## src/hdl/risk_pkg.sv

```systemverilog
// Shared widths, reasons and stage payloads; quantities and prices are unsigned integers
package risk_pkg;

    // =========================================================================
    // Field widths
    // =========================================================================

    // Prices in integer ticks
    localparam int px_w = 32;
    // Order quantities
    localparam int qty_w = 32;
    // Free-running timestamp counter
    localparam int ts_w = 64;
    // Price band in basis points
    localparam int bps_w = 16;
    // One unit of price expressed in basis points
    localparam int unsigned bps_scale = 10000;

    // =========================================================================
    // Reject reasons
    // =========================================================================

    // Listed in priority order after accept
    typedef enum logic [3:0] {
        risk_accept         = 4'd0,
        risk_kill_switch    = 4'd1,
        risk_stale_data     = 4'd2,
        risk_seq_gap        = 4'd3,
        risk_price_band     = 4'd4,
        risk_token_bucket   = 4'd5,
        risk_position_limit = 4'd6
    } risk_reason_e;

    // =========================================================================
    // Inter-stage payloads
    // =========================================================================

    // Capture to checks
    typedef struct packed {
        logic [px_w-1:0]  mid_px;
        logic [qty_w-1:0] bid_qty;
        logic [qty_w-1:0] ask_qty;
        // Cycles since the book update
        logic [ts_w-1:0]  age;
        logic             stale;
        logic [ts_w-1:0]  decision_ts;
    } capture_payload_t;

    // Checks to decide
    typedef struct packed {
        logic             not_killed;
        logic             not_stale;
        logic             no_seq_gap;
        logic             band_ok;
        logic             position_ok;
        // Highest failure among the five, token check not yet merged
        risk_reason_e     reason;
        logic [ts_w-1:0]  decision_ts;
    } check_payload_t;

endpackage : risk_pkg

```

## src/hdl/risk_pipe_stage.sv

```systemverilog
// One-entry valid/ready register; payload is not reset, only the valid flag is
`timescale 1ns/1ps

module risk_pipe_stage #(
    parameter type payload_t = logic [7:0]
) (
    input  logic     clk,
    input  logic     rst_n,
    input  logic     in_valid,
    input  payload_t in_payload,
    output logic     in_ready,
    output logic     out_valid,
    output payload_t out_payload,
    input  logic     out_ready
);

    // Room when empty or when the held entry leaves this cycle
    assign in_ready = !out_valid || out_ready;

    // =========================================================================
    // Valid flag
    // =========================================================================

    always_ff @(posedge clk or negedge rst_n) begin
        if (!rst_n) begin
            out_valid <= 1'b0;
        end else if (in_ready) begin
            out_valid <= in_valid;
        end
    end

    // Payload captured only on an input transfer
    // Held unchanged while stalled
    always_ff @(posedge clk) begin
        if (in_valid && in_ready) begin
            out_payload <= in_payload;
        end
    end

endmodule : risk_pipe_stage

```

## src/hdl/risk_capture.sv

```systemverilog
// Stage 1 event capture; no event is taken while cfg_enable is low, age wraps modulo 2^64
`timescale 1ns/1ps

module risk_capture (
    input  logic                          clk,
    input  logic                          rst_n,
    // Book event
    input  logic [risk_pkg::px_w-1:0]     bid_px,
    input  logic [risk_pkg::px_w-1:0]     ask_px,
    input  logic [risk_pkg::qty_w-1:0]    bid_qty,
    input  logic [risk_pkg::qty_w-1:0]    ask_qty,
    input  logic [risk_pkg::ts_w-1:0]     book_ts,
    input  logic                          stale,
    input  logic                          event_valid,
    output logic                          event_ready,
    // Time reference and enable
    input  logic [risk_pkg::ts_w-1:0]     timestamp_cnt,
    input  logic                          cfg_enable,
    // Towards the checks stage
    output logic                          out_valid,
    output risk_pkg::capture_payload_t    out_payload,
    input  logic                          out_ready
);

    import risk_pkg::*;

    logic             stage_ready;
    logic [px_w:0]    px_sum;
    capture_payload_t cap_next;

    // Extra bit keeps the carry of the sum
    assign px_sum = {1'b0, bid_px} + {1'b0, ask_px};

    always_comb begin
        cap_next.mid_px      = px_sum[px_w:1];
        cap_next.bid_qty     = bid_qty;
        cap_next.ask_qty     = ask_qty;
        cap_next.age         = timestamp_cnt - book_ts;
        cap_next.stale       = stale;
        // Decision time is the capture time
        cap_next.decision_ts = timestamp_cnt;
    end

    // Gate closed while disabled
    assign event_ready = cfg_enable && stage_ready;

    risk_pipe_stage #(
        .payload_t (capture_payload_t)
    ) capture_stage_i (
        .clk         (clk),
        .rst_n       (rst_n),
        .in_valid    (event_valid && cfg_enable),
        .in_payload  (cap_next),
        .in_ready    (stage_ready),
        .out_valid   (out_valid),
        .out_payload (out_payload),
        .out_ready   (out_ready)
    );

endmodule : risk_capture

```

## src/hdl/risk_checks.sv

```systemverilog
// Stage 2 checks; config levels are sampled at the load edge and must be quasi-static
`timescale 1ns/1ps

module risk_checks #(
    parameter int cycles_per_usec = 300
) (
    input  logic                          clk,
    input  logic                          rst_n,
    input  logic                          in_valid,
    input  risk_pkg::capture_payload_t    in_payload,
    output logic                          in_ready,
    input  logic                          cfg_kill,
    input  logic [risk_pkg::px_w-1:0]     cfg_ref_price,
    input  logic [risk_pkg::bps_w-1:0]    cfg_price_band_bps,
    input  logic [risk_pkg::qty_w-1:0]    cfg_position_limit,
    input  logic [31:0]                   cfg_stale_usec,
    output logic                          out_valid,
    output risk_pkg::check_payload_t      out_payload,
    input  logic                          out_ready
);

    import risk_pkg::*;

    logic [ts_w-1:0]   stale_limit;
    logic [px_w-1:0]   px_diff;
    logic [2*px_w-1:0] band_lhs;
    logic [2*px_w-1:0] band_rhs;
    check_payload_t    chk_next;

    // Staleness limit in clock cycles
    assign stale_limit = ts_w'(cfg_stale_usec) * ts_w'(cycles_per_usec);

    // Absolute distance of mid from reference
    assign px_diff = (in_payload.mid_px >= cfg_ref_price) ? in_payload.mid_px - cfg_ref_price
                                                          : cfg_ref_price - in_payload.mid_px;

    // Cross-multiplied so no divide is needed
    assign band_lhs = (2*px_w)'(px_diff) * (2*px_w)'(bps_scale);
    assign band_rhs = (2*px_w)'(cfg_ref_price) * (2*px_w)'(cfg_price_band_bps);

    always_comb begin
        chk_next.not_killed  = !cfg_kill;
        chk_next.not_stale   = !in_payload.stale || (in_payload.age <= stale_limit);
        // Upstream stale flag doubles as the gap indication
        chk_next.no_seq_gap  = !in_payload.stale;
        // Zero reference or zero band disables the check
        chk_next.band_ok     = (cfg_ref_price == '0) || (cfg_price_band_bps == '0) ||
                               (band_lhs <= band_rhs);
        chk_next.position_ok = (in_payload.bid_qty <= cfg_position_limit) &&
                               (in_payload.ask_qty <= cfg_position_limit);
        chk_next.decision_ts = in_payload.decision_ts;

        // Priority encode, token slot filled in later
        if (!chk_next.not_killed) begin
            chk_next.reason = risk_kill_switch;
        end else if (!chk_next.not_stale) begin
            chk_next.reason = risk_stale_data;
        end else if (!chk_next.no_seq_gap) begin
            chk_next.reason = risk_seq_gap;
        end else if (!chk_next.band_ok) begin
            chk_next.reason = risk_price_band;
        end else if (!chk_next.position_ok) begin
            chk_next.reason = risk_position_limit;
        end else begin
            chk_next.reason = risk_accept;
        end
    end

    risk_pipe_stage #(
        .payload_t (check_payload_t)
    ) check_stage_i (
        .clk         (clk),
        .rst_n       (rst_n),
        .in_valid    (in_valid),
        .in_payload  (chk_next),
        .in_ready    (in_ready),
        .out_valid   (out_valid),
        .out_payload (out_payload),
        .out_ready   (out_ready)
    );

endmodule : risk_checks

```

## src/hdl/risk_token_bucket.sv

```systemverilog
// Token bucket, empty after reset; a refill only raises a bucket that sits below cfg_token_max
`timescale 1ns/1ps

module risk_token_bucket #(
    parameter int replenish_cycles = 300000
) (
    input  logic        clk,
    input  logic        rst_n,
    input  logic [15:0] cfg_token_rate,
    input  logic [15:0] cfg_token_max,
    input  logic        consume,
    output logic        token_ok
);

    localparam int cnt_w = (replenish_cycles > 1) ? $clog2(replenish_cycles) : 1;

    logic [cnt_w-1:0] tick_cnt;
    logic             tick;
    logic [15:0]      bucket;
    logic [16:0]      bucket_sum;
    logic [15:0]      bucket_refill;

    // Interval marker
    assign tick = (tick_cnt == cnt_w'(replenish_cycles - 1));

    // Saturating refill
    assign bucket_sum    = {1'b0, bucket} + {1'b0, cfg_token_rate};
    assign bucket_refill = (bucket >= cfg_token_max)            ? bucket :
                           (bucket_sum > {1'b0, cfg_token_max}) ? cfg_token_max :
                                                                  bucket_sum[15:0];

    always_ff @(posedge clk or negedge rst_n) begin
        if (!rst_n) begin
            tick_cnt <= '0;
            bucket   <= '0;
        end else begin
            tick_cnt <= tick ? '0 : tick_cnt + 1'b1;
            // Refill and spend may land on the same edge
            if (consume && token_ok) begin
                bucket <= (tick ? bucket_refill : bucket) - 16'd1;
            end else if (tick) begin
                bucket <= bucket_refill;
            end
        end
    end

    assign token_ok = (bucket != '0);

endmodule : risk_token_bucket

```

## src/hdl/risk_decide.sv

```systemverilog
// Stage 3 decision register; tokens are spent when a decision is formed, not when delivered
`timescale 1ns/1ps

module risk_decide #(
    parameter int replenish_cycles = 300000
) (
    input  logic                          clk,
    input  logic                          rst_n,
    input  logic                          in_valid,
    input  risk_pkg::check_payload_t      in_payload,
    output logic                          in_ready,
    input  logic [15:0]                   cfg_token_rate,
    input  logic [15:0]                   cfg_token_max,
    output logic                          decision_valid,
    output logic                          decision_accept,
    output risk_pkg::risk_reason_e        decision_reason,
    output logic [risk_pkg::ts_w-1:0]     decision_ts,
    input  logic                          decision_ready,
    output logic [31:0]                   stat_accepts,
    output logic [31:0]                   stat_rejects
);

    import risk_pkg::*;

    logic         load;
    logic         token_ok;
    logic         early_ok;
    logic         accept_next;
    risk_reason_e reason_next;

    // Output register free or draining this cycle
    assign in_ready = !decision_valid || decision_ready;
    assign load     = in_valid && in_ready;

    // =========================================================================
    // Token merge
    // =========================================================================

    // Checks that outrank the token bucket
    assign early_ok = in_payload.not_killed && in_payload.not_stale &&
                      in_payload.no_seq_gap && in_payload.band_ok;

    assign accept_next = early_ok && token_ok && in_payload.position_ok;

    always_comb begin
        if (early_ok && !token_ok) begin
            reason_next = risk_token_bucket;
        end else begin
            // Earlier failure, position failure or accept
            reason_next = in_payload.reason;
        end
    end

    risk_token_bucket #(
        .replenish_cycles (replenish_cycles)
    ) token_bucket_i (
        .clk            (clk),
        .rst_n          (rst_n),
        .cfg_token_rate (cfg_token_rate),
        .cfg_token_max  (cfg_token_max),
        .consume        (load && accept_next),
        .token_ok       (token_ok)
    );

    // =========================================================================
    // Decision register and counters
    // =========================================================================

    always_ff @(posedge clk or negedge rst_n) begin
        if (!rst_n) begin
            decision_valid <= 1'b0;
            stat_accepts   <= '0;
            stat_rejects   <= '0;
        end else begin
            if (in_ready) begin
                decision_valid <= in_valid;
            end
            // Count on delivery only
            if (decision_valid && decision_ready) begin
                if (decision_accept) begin
                    stat_accepts <= stat_accepts + 32'd1;
                end else begin
                    stat_rejects <= stat_rejects + 32'd1;
                end
            end
        end
    end

    always_ff @(posedge clk) begin
        if (load) begin
            decision_accept <= accept_next;
            decision_reason <= reason_next;
            decision_ts     <= in_payload.decision_ts;
        end
    end

endmodule : risk_decide

```

## src/hdl/risk_gate.sv

```systemverilog
// Three-stage risk gate; holds up to three events, decisions leave in input order
`timescale 1ns/1ps

module risk_gate #(
    parameter int replenish_cycles = 300000,
    parameter int cycles_per_usec  = 300
) (
    input  logic                          clk,
    input  logic                          rst_n,
    // Book event
    input  logic [risk_pkg::px_w-1:0]     bid_px,
    input  logic [risk_pkg::px_w-1:0]     ask_px,
    input  logic [risk_pkg::qty_w-1:0]    bid_qty,
    input  logic [risk_pkg::qty_w-1:0]    ask_qty,
    input  logic [risk_pkg::ts_w-1:0]     book_ts,
    input  logic                          stale,
    input  logic                          event_valid,
    output logic                          event_ready,
    input  logic [risk_pkg::ts_w-1:0]     timestamp_cnt,
    // Configuration levels
    input  logic                          cfg_enable,
    input  logic [risk_pkg::px_w-1:0]     cfg_ref_price,
    input  logic [risk_pkg::bps_w-1:0]    cfg_price_band_bps,
    input  logic [15:0]                   cfg_token_rate,
    input  logic [15:0]                   cfg_token_max,
    input  logic [risk_pkg::qty_w-1:0]    cfg_position_limit,
    input  logic [31:0]                   cfg_stale_usec,
    input  logic                          cfg_kill,
    // Decision
    output logic                          decision_valid,
    output logic                          decision_accept,
    output risk_pkg::risk_reason_e        decision_reason,
    output logic [risk_pkg::ts_w-1:0]     decision_ts,
    input  logic                          decision_ready,
    // Statistics
    output logic [31:0]                   stat_accepts,
    output logic [31:0]                   stat_rejects
);

    import risk_pkg::*;

    // Capture to checks
    logic             cap_valid;
    logic             cap_ready;
    capture_payload_t cap_payload;
    // Checks to decide
    logic             chk_valid;
    logic             chk_ready;
    check_payload_t   chk_payload;

    // =========================================================================
    // Stage 1
    // =========================================================================

    risk_capture capture_i (
        .clk           (clk),
        .rst_n         (rst_n),
        .bid_px        (bid_px),
        .ask_px        (ask_px),
        .bid_qty       (bid_qty),
        .ask_qty       (ask_qty),
        .book_ts       (book_ts),
        .stale         (stale),
        .event_valid   (event_valid),
        .event_ready   (event_ready),
        .timestamp_cnt (timestamp_cnt),
        .cfg_enable    (cfg_enable),
        .out_valid     (cap_valid),
        .out_payload   (cap_payload),
        .out_ready     (cap_ready)
    );

    // =========================================================================
    // Stage 2
    // =========================================================================

    risk_checks #(
        .cycles_per_usec (cycles_per_usec)
    ) checks_i (
        .clk                (clk),
        .rst_n              (rst_n),
        .in_valid           (cap_valid),
        .in_payload         (cap_payload),
        .in_ready           (cap_ready),
        .cfg_kill           (cfg_kill),
        .cfg_ref_price      (cfg_ref_price),
        .cfg_price_band_bps (cfg_price_band_bps),
        .cfg_position_limit (cfg_position_limit),
        .cfg_stale_usec     (cfg_stale_usec),
        .out_valid          (chk_valid),
        .out_payload        (chk_payload),
        .out_ready          (chk_ready)
    );

    // =========================================================================
    // Stage 3
    // =========================================================================

    risk_decide #(
        .replenish_cycles (replenish_cycles)
    ) decide_i (
        .clk             (clk),
        .rst_n           (rst_n),
        .in_valid        (chk_valid),
        .in_payload      (chk_payload),
        .in_ready        (chk_ready),
        .cfg_token_rate  (cfg_token_rate),
        .cfg_token_max   (cfg_token_max),
        .decision_valid  (decision_valid),
        .decision_accept (decision_accept),
        .decision_reason (decision_reason),
        .decision_ts     (decision_ts),
        .decision_ready  (decision_ready),
        .stat_accepts    (stat_accepts),
        .stat_rejects    (stat_rejects)
    );

endmodule : risk_gate

```

## config.mk

```make
export PLATFORM = sky130hd
export DESIGN_NAME = risk_gate
export DESIGN_NICKNAME = d
export VERILOG_FILES = /design/src/hdl/risk_pkg.sv /design/src/hdl/risk_pipe_stage.sv /design/src/hdl/risk_capture.sv /design/src/hdl/risk_checks.sv /design/src/hdl/risk_token_bucket.sv /design/src/hdl/risk_decide.sv /design/src/hdl/risk_gate.sv
export SDC_FILE = /design/constraint.sdc
export NUM_CORES = 2
export LEC_CHECK = 0
export BUFFER_PORTS_ARGS = -buffer_cell sky130_fd_sc_hd__buf_4
export CAP_MARGIN = 20
export CORE_ASPECT_RATIO = 1.1
export CORE_UTILIZATION = 40
export DETAILED_ROUTE_END_ITERATION = 6
export PLACE_DENSITY = 0.7
export SYNTH_ARGS = -nofsm -noshare
export SYNTH_HDL_FRONTEND = slang
export SYNTH_SLANG_ARGS = --single-unit
```

## constraint.sdc

```tcl
create_clock -name clk -period 11.14 [get_ports clk]
set_clock_uncertainty 0.1 [all_clocks]
set_input_delay 3.342 -clock clk [delete_from_list [all_inputs] [get_ports clk]]
set_output_delay 3.342 -clock clk [all_outputs]
set_load 0.005 [all_outputs]
```

# ---- After elaboration in Yosys (flattened, before gate mapping)
# Cells that the tools add are included.
dict set report totals {
  reg_bits 469
  inputBits 407
}
dict set report classes {
  reduce_logical 34
  n_mul 3
  n_eq_ne 1
  n_mux 10
  add_sub_neg 9
  n_bitwise 3
  order_cmp 7
}
# operator count
set ops {}
lappend ops {{adder 32 x 1 -> 32 bit (second input constant)} 2}
lappend ops {{<= comparator 32 bit} 2}
lappend ops {{<= comparator 64 x 41 -> 1 bit} 1}
lappend ops {{2-to-1 mux 16 bit} 4}
lappend ops {{subtractor 32 bit} 2}
lappend ops {{subtractor 64 bit} 1}
lappend ops {{<= comparator 46 x 48 -> 1 bit} 1}
lappend ops {{multiplier 32 x 16 -> 48 bit} 1}
lappend ops {{multiplier 32 x 10 -> 42 bit (second input constant)} 1}
lappend ops {{multiplier 32 x 7 -> 39 bit (second input constant)} 1}
lappend ops {{adder 32 x 32 -> 33 bit} 1}
lappend ops {{>= comparator 32 bit} 1}
lappend ops {{logical NOT 32 bit} 1}
lappend ops {{2-to-1 mux 32 bit} 1}
lappend ops {{adder 19 x 1 -> 19 bit (second input constant)} 1}
lappend ops {{== test 19 bit (second input constant)} 1}
lappend ops {{2-to-1 mux 19 bit} 1}
lappend ops {{adder 16 x 16 -> 17 bit} 1}
lappend ops {{greater-than comparator 17 x 16 -> 1 bit} 1}
lappend ops {{>= comparator 16 bit} 1}
lappend ops {{logical NOT 16 bit} 1}
lappend ops {{nonzero test 16 bit} 1}
lappend ops {{subtractor 16 x 1 -> 16 bit (second input constant)} 1}
lappend ops {{logical AND 1 bit} 15}
lappend ops {{8 further kinds} 23}

# ---- Longest topological paths before layout
dict set report logic_depth {
  ltp_word 8
  ltp_mapped 47
  mapped_depth_nobuf 46
}

# ---- By module
# Synthesis repeated with hierarchy kept, for this count alone.
dict set report hier_totals {
  hier_cells 5835
  area_unflattened_um2 56042.5
}
# module cells_per_inst area_per_inst_um2 instances
set by_module_without_submodules {}
lappend by_module_without_submodules {risk_checks 3930 32443.6 1}
lappend by_module_without_submodules {{risk_pipe_stage at capture_i.capture_stage_i} 229 6810.3 1}
lappend by_module_without_submodules {risk_capture 829 5579.1 1}
lappend by_module_without_submodules {risk_decide 334 5136.2 1}
lappend by_module_without_submodules {risk_token_bucket 436 3827.4 1}
lappend by_module_without_submodules {{risk_pipe_stage at checks_i.check_stage_i} 77 2245.9 1}

# ---- Worst setup path after synthesis
# OpenSTA, ideal clock, no wires.
dict set report synth_timing {
  path_type {input port to flip-flop}
  start {input port cfg_ref_price[9] in the netlist's numbering}
  end {register, netlist name checks_i.check_stage_i.out_payload[66]}
  cell_stages 42
  setup_time_ns 0.167
  setup_slack_ns -1.757
  arrival_ns 12.630
  path_buffers 4
  path_cell_list {clkbuf_1 > clkbuf_1 > inv_1 > ha_1 > clkbuf_1 > a21o_1 > a31oi_1 > o21ai_0 > a211oi_2 > nor4_2 > o32ai_2 > clkbuf_1 > nor3_1 > a21oi_1 > xor2_1 > fa_1 > ha_1 > fa_1 > (+6 left out) > o21bai_1 > a21o_1 > a21oi_1 > nand3_1 > o2111ai_1 > o21ai_0 > a2111o_1 > a311o_1 > a21oi_1 > xnor2_1 > ha_1 > and4_1 > nand3_1 > nor3_1 > a21boi_0 > o21ai_0 > a211o_1 > a211oi_1}
}
# item line_no
set synth_lines {}
lappend synth_lines {{start, declared} risk_gate.sv:22} ;# input logic [risk_pkg::px_w-1:0] cfg_ref_price,

==> flow_metrics.py <==
metrics = {
    "clock_tree": {
        "path_clk_slew_ns": 0.07,
        "cts.path.max_buffers": 3,
        "cts_made_buffers": 52,
        "cts_root_buf": "clkbuf_16",
        "clk_latency_ns": 0.67,
        "h-tree-depth": 2,
        "cts_tree": "done",
        "cts.sinks": 467,
    },
    "grt": {
        "grt_pass1_vias": 45570,
        "grt_max_degree": 134,
        "grt_first_pass_wirelength_mm": 240.8,
        "antenna_found_initial": 17,
        "overflow": 0,
        "track_usage_pct": 21.92,
    },
    "drt": {
        "drt_wl_total_mm": 150.7,
        "viasPerCell": 5.148,
        "num_vias": 43320,
        "wire_per_inst_um": 17.91,
        "firstDrtPassIters": 5,
        "drc_errors": 0,
        "drt_iter0_markers": 2483,
        "ant_nets": 0,
    },
    "worst_hold_path": {
        "worstHoldStart": "capture_i.capture_stage_i.out_payload[51]",
        "hp-class": "reg -> reg",
    },
    "timing": {
        "slew_headroom_pct": 23.00,
        "postLayoutSetupSlackWorst_ns": -0.8528,
        "min_period_ns": 11.99,
        "tightest_slew_ns": 1.146,
        "drv_slew": 0,
        "finalSetupViolations": 3,
        "finalHoldViolations": 0,
        "rsz0062_at_grt": "true",
        "fin_crit_sh_pct": 107.7,
        "max_freq_ghz": 0.08338,
    },
    "yosys": {
        "synthArstFlopShare_pct": 21.84,
        "synth_seq_area_share_pct": 24.86,
        "ys_warn_count": 0,
        "syn-num-nets": 7293,
        "syn_avg_cell_area_um2": 9.667,
        "ys_ff_latch": 467,
        "synthesis.instances": 5624,
        "synth_compound_area_share_pct": 11.67,
        "synth_top_flop_cell": "edfxtp_1",
        "synth_edf_count": 365,
        "synthesis.area_um2": 54370,
        "muxShareOfSynthArea_pct": 0.8653,
        "synth_xor_area_share_pct": 5.330,
        "synth_top_family_by_area": "adder cells",
        "synth_adder_area_share_pct": 36.75,
        "synthSimpleGateAreaFrac_pct": 12.48,
        "synth_cell_types": 90,
    },
    "floorplan": {
        "fp.dieH_um": 388.7,
        "placementRows": 141,
        "initial_utilization_pct": 40.39,
        "core_area_um2": 134600,
        "fp.dieW_um": 353.5,
        "dieArea_um2": 137400,
        "ios": 542,
    },
    "place": {
        "port_buffers": 540,
        "placedCellCount": 8281,
        "pre_cts_ws_ns": -1.632,
        "place_congestion": 0.9413,
        "hpwl_mm": 126.1,
    },
    "setup_path": {
        "critical-path-max-stage-delay_ns": 0.61,
        "cp-end-kind": "register",
        "crit_start": "cfg_ref_price[0]",
        "worst-path-buf-inv": 7,
        "crit_slowest_cell": "fa_1",
        "critPathKind": "in -> reg",
        "worstPathMaxFanout": 6,
        "r2r_start": "capture_i.capture_stage_i.out_payload[193]",
        "critPathLaunchType": "input port",
        "crit_family": "compound AO/OA/AOI/OAI gates",
        "cp.required_ns": 11.40,
        "arrival_ns": 12.25,
    },
    "cells_and_area": {
        "finish.utilization_pct": 49.43,
        "final_common_cell": "buf_4",
        "area_delta_synth_final_pct": 22.38,
        "fin_cells": 8416,
        "final_cell_mix": "buf_4, inv_1, ha_1",
        "drive_gt1_share_pct": 19.85,
        "final_nets": 8243,
    },
    "job": {
        "max_cap_viol_count": 0,
    },
    "run_status": {
        "status": "finished, violations left",
        "violations": "negative setup slack",
    },
}
==> path summary, 6_finish.rpt <==
check                      cells after the start                                endpoint  slack, ns
max                                           42  checks_i.check_stage_i.out_payload[69]      -0.85
min                                            0  checks_i.check_stage_i.out_payload[51]       0.30
max reg2reg                                   48  checks_i.check_stage_i.out_payload[69]       1.47
min reg2reg                                    0  checks_i.check_stage_i.out_payload[51]       0.30
max in group asynchronous                      2               decide_i.stat_rejects[12]       7.05
min in group asynchronous                      1               decide_i.stat_accepts[15]       2.60
==> per-stage QoR <==
step | area, µm² | hold WS, ns | TNS [ns]
floorplan | 54960 | 0.3003 | -1.915
global placement | 64200 | 0.3002 | -3.804
detailed placement | 64200 | 0.3045 | -4.696
CTS | 66070 | 0.3136 | -1.992
global route | 66530 | 0.3213 | -3.670
finish | 66540 | 0.2967 | -2.394
==> state kept, by name, indices dropped and copies added, names as in the netlist, 3 cells and up <==
| register | count |
|---|---|
| decide_i.token_bucket_i.bucket | 16 |
| decide_i.stat_accepts | 32 |
| decide_i.token_bucket_i.tick_cnt | 19 |
| capture_i.capture_stage_i.out_payload | 225 |
| checks_i.check_stage_i.out_payload | 72 |
| decide_i.stat_rejects | 32 |
| decide_i.decision_reason | 3 |
| decide_i.decision_ts | 64 |
==> what timing repair did <==
action                                  4_1_cts  5_1_grt
pin swaps                                    22       72
endpoints found under the setup margin        3        3
buffers inserted                              9       19
hold buffers                                  0        0
resized for setup                            24       61
==> synthesized netlist by cell type, types with 36 or more instances <==
cell | instances | share of area (%)
a31oi_1 | 36 | 0.41
fa_1 | 558 | 21
and3_1 | 41 | 0.47
nor2b_1 | 54 | 0.62
a21oi_1 | 297 | 2.7
o21bai_1 | 45 | 0.62
and2_1 | 191 | 2.2
nor3_1 | 54 | 0.50
clkbuf_1 | 152 | 1.0
a21o_1 | 197 | 2.7
xnor2_1 | 203 | 3.3
dfrtp_1 | 102 | 4.7
nand2b_1 | 51 | 0.59
inv_1 | 997 | 6.9
nand4_1 | 83 | 0.96
o21ai_0 | 166 | 1.5
nor2_1 | 186 | 1.3
nand2_1 | 538 | 3.7
edfxtp_1 | 365 | 20
ha_1 | 704 | 16
xor2_1 | 126 | 2.0
nand3_1 | 83 | 0.76
o21a_1 | 38 | 0.52
==> logic make-up after synthesis <==
kind of cell,Yosys count
other cells,1
flops,467
buf+inv,1160
mux,43
compound gates,978
xor+xnor,330
simple gates,1383
fa+ha+maj,1262
==> layer usage <==
| metal | track usage (%) | routed length [µm] |
|---|---|---|
| met5 | 0 | 31 |
| met3 | 4.169 | 9134 |
| met1 | 25.93 | 59750 |
| met2 | 39.97 | 77590 |
| met4 | 6.297 | 4220 |
==> final cells by class <==
class	count	area, µm²
fillers	12290	68070
multi-input cells	3997	37230
flip-flops and latches	467	13510
repair buffers	1058	8055
inverters	998	3766
well taps	1787	2236
clock buffers	71	1464
clock inverters	27	240.2
diodes	11	27.53
Power is left out: the tool's default activity adds up to more than one toggle a clock period on the data nets, which glitch-free logic cannot reach.
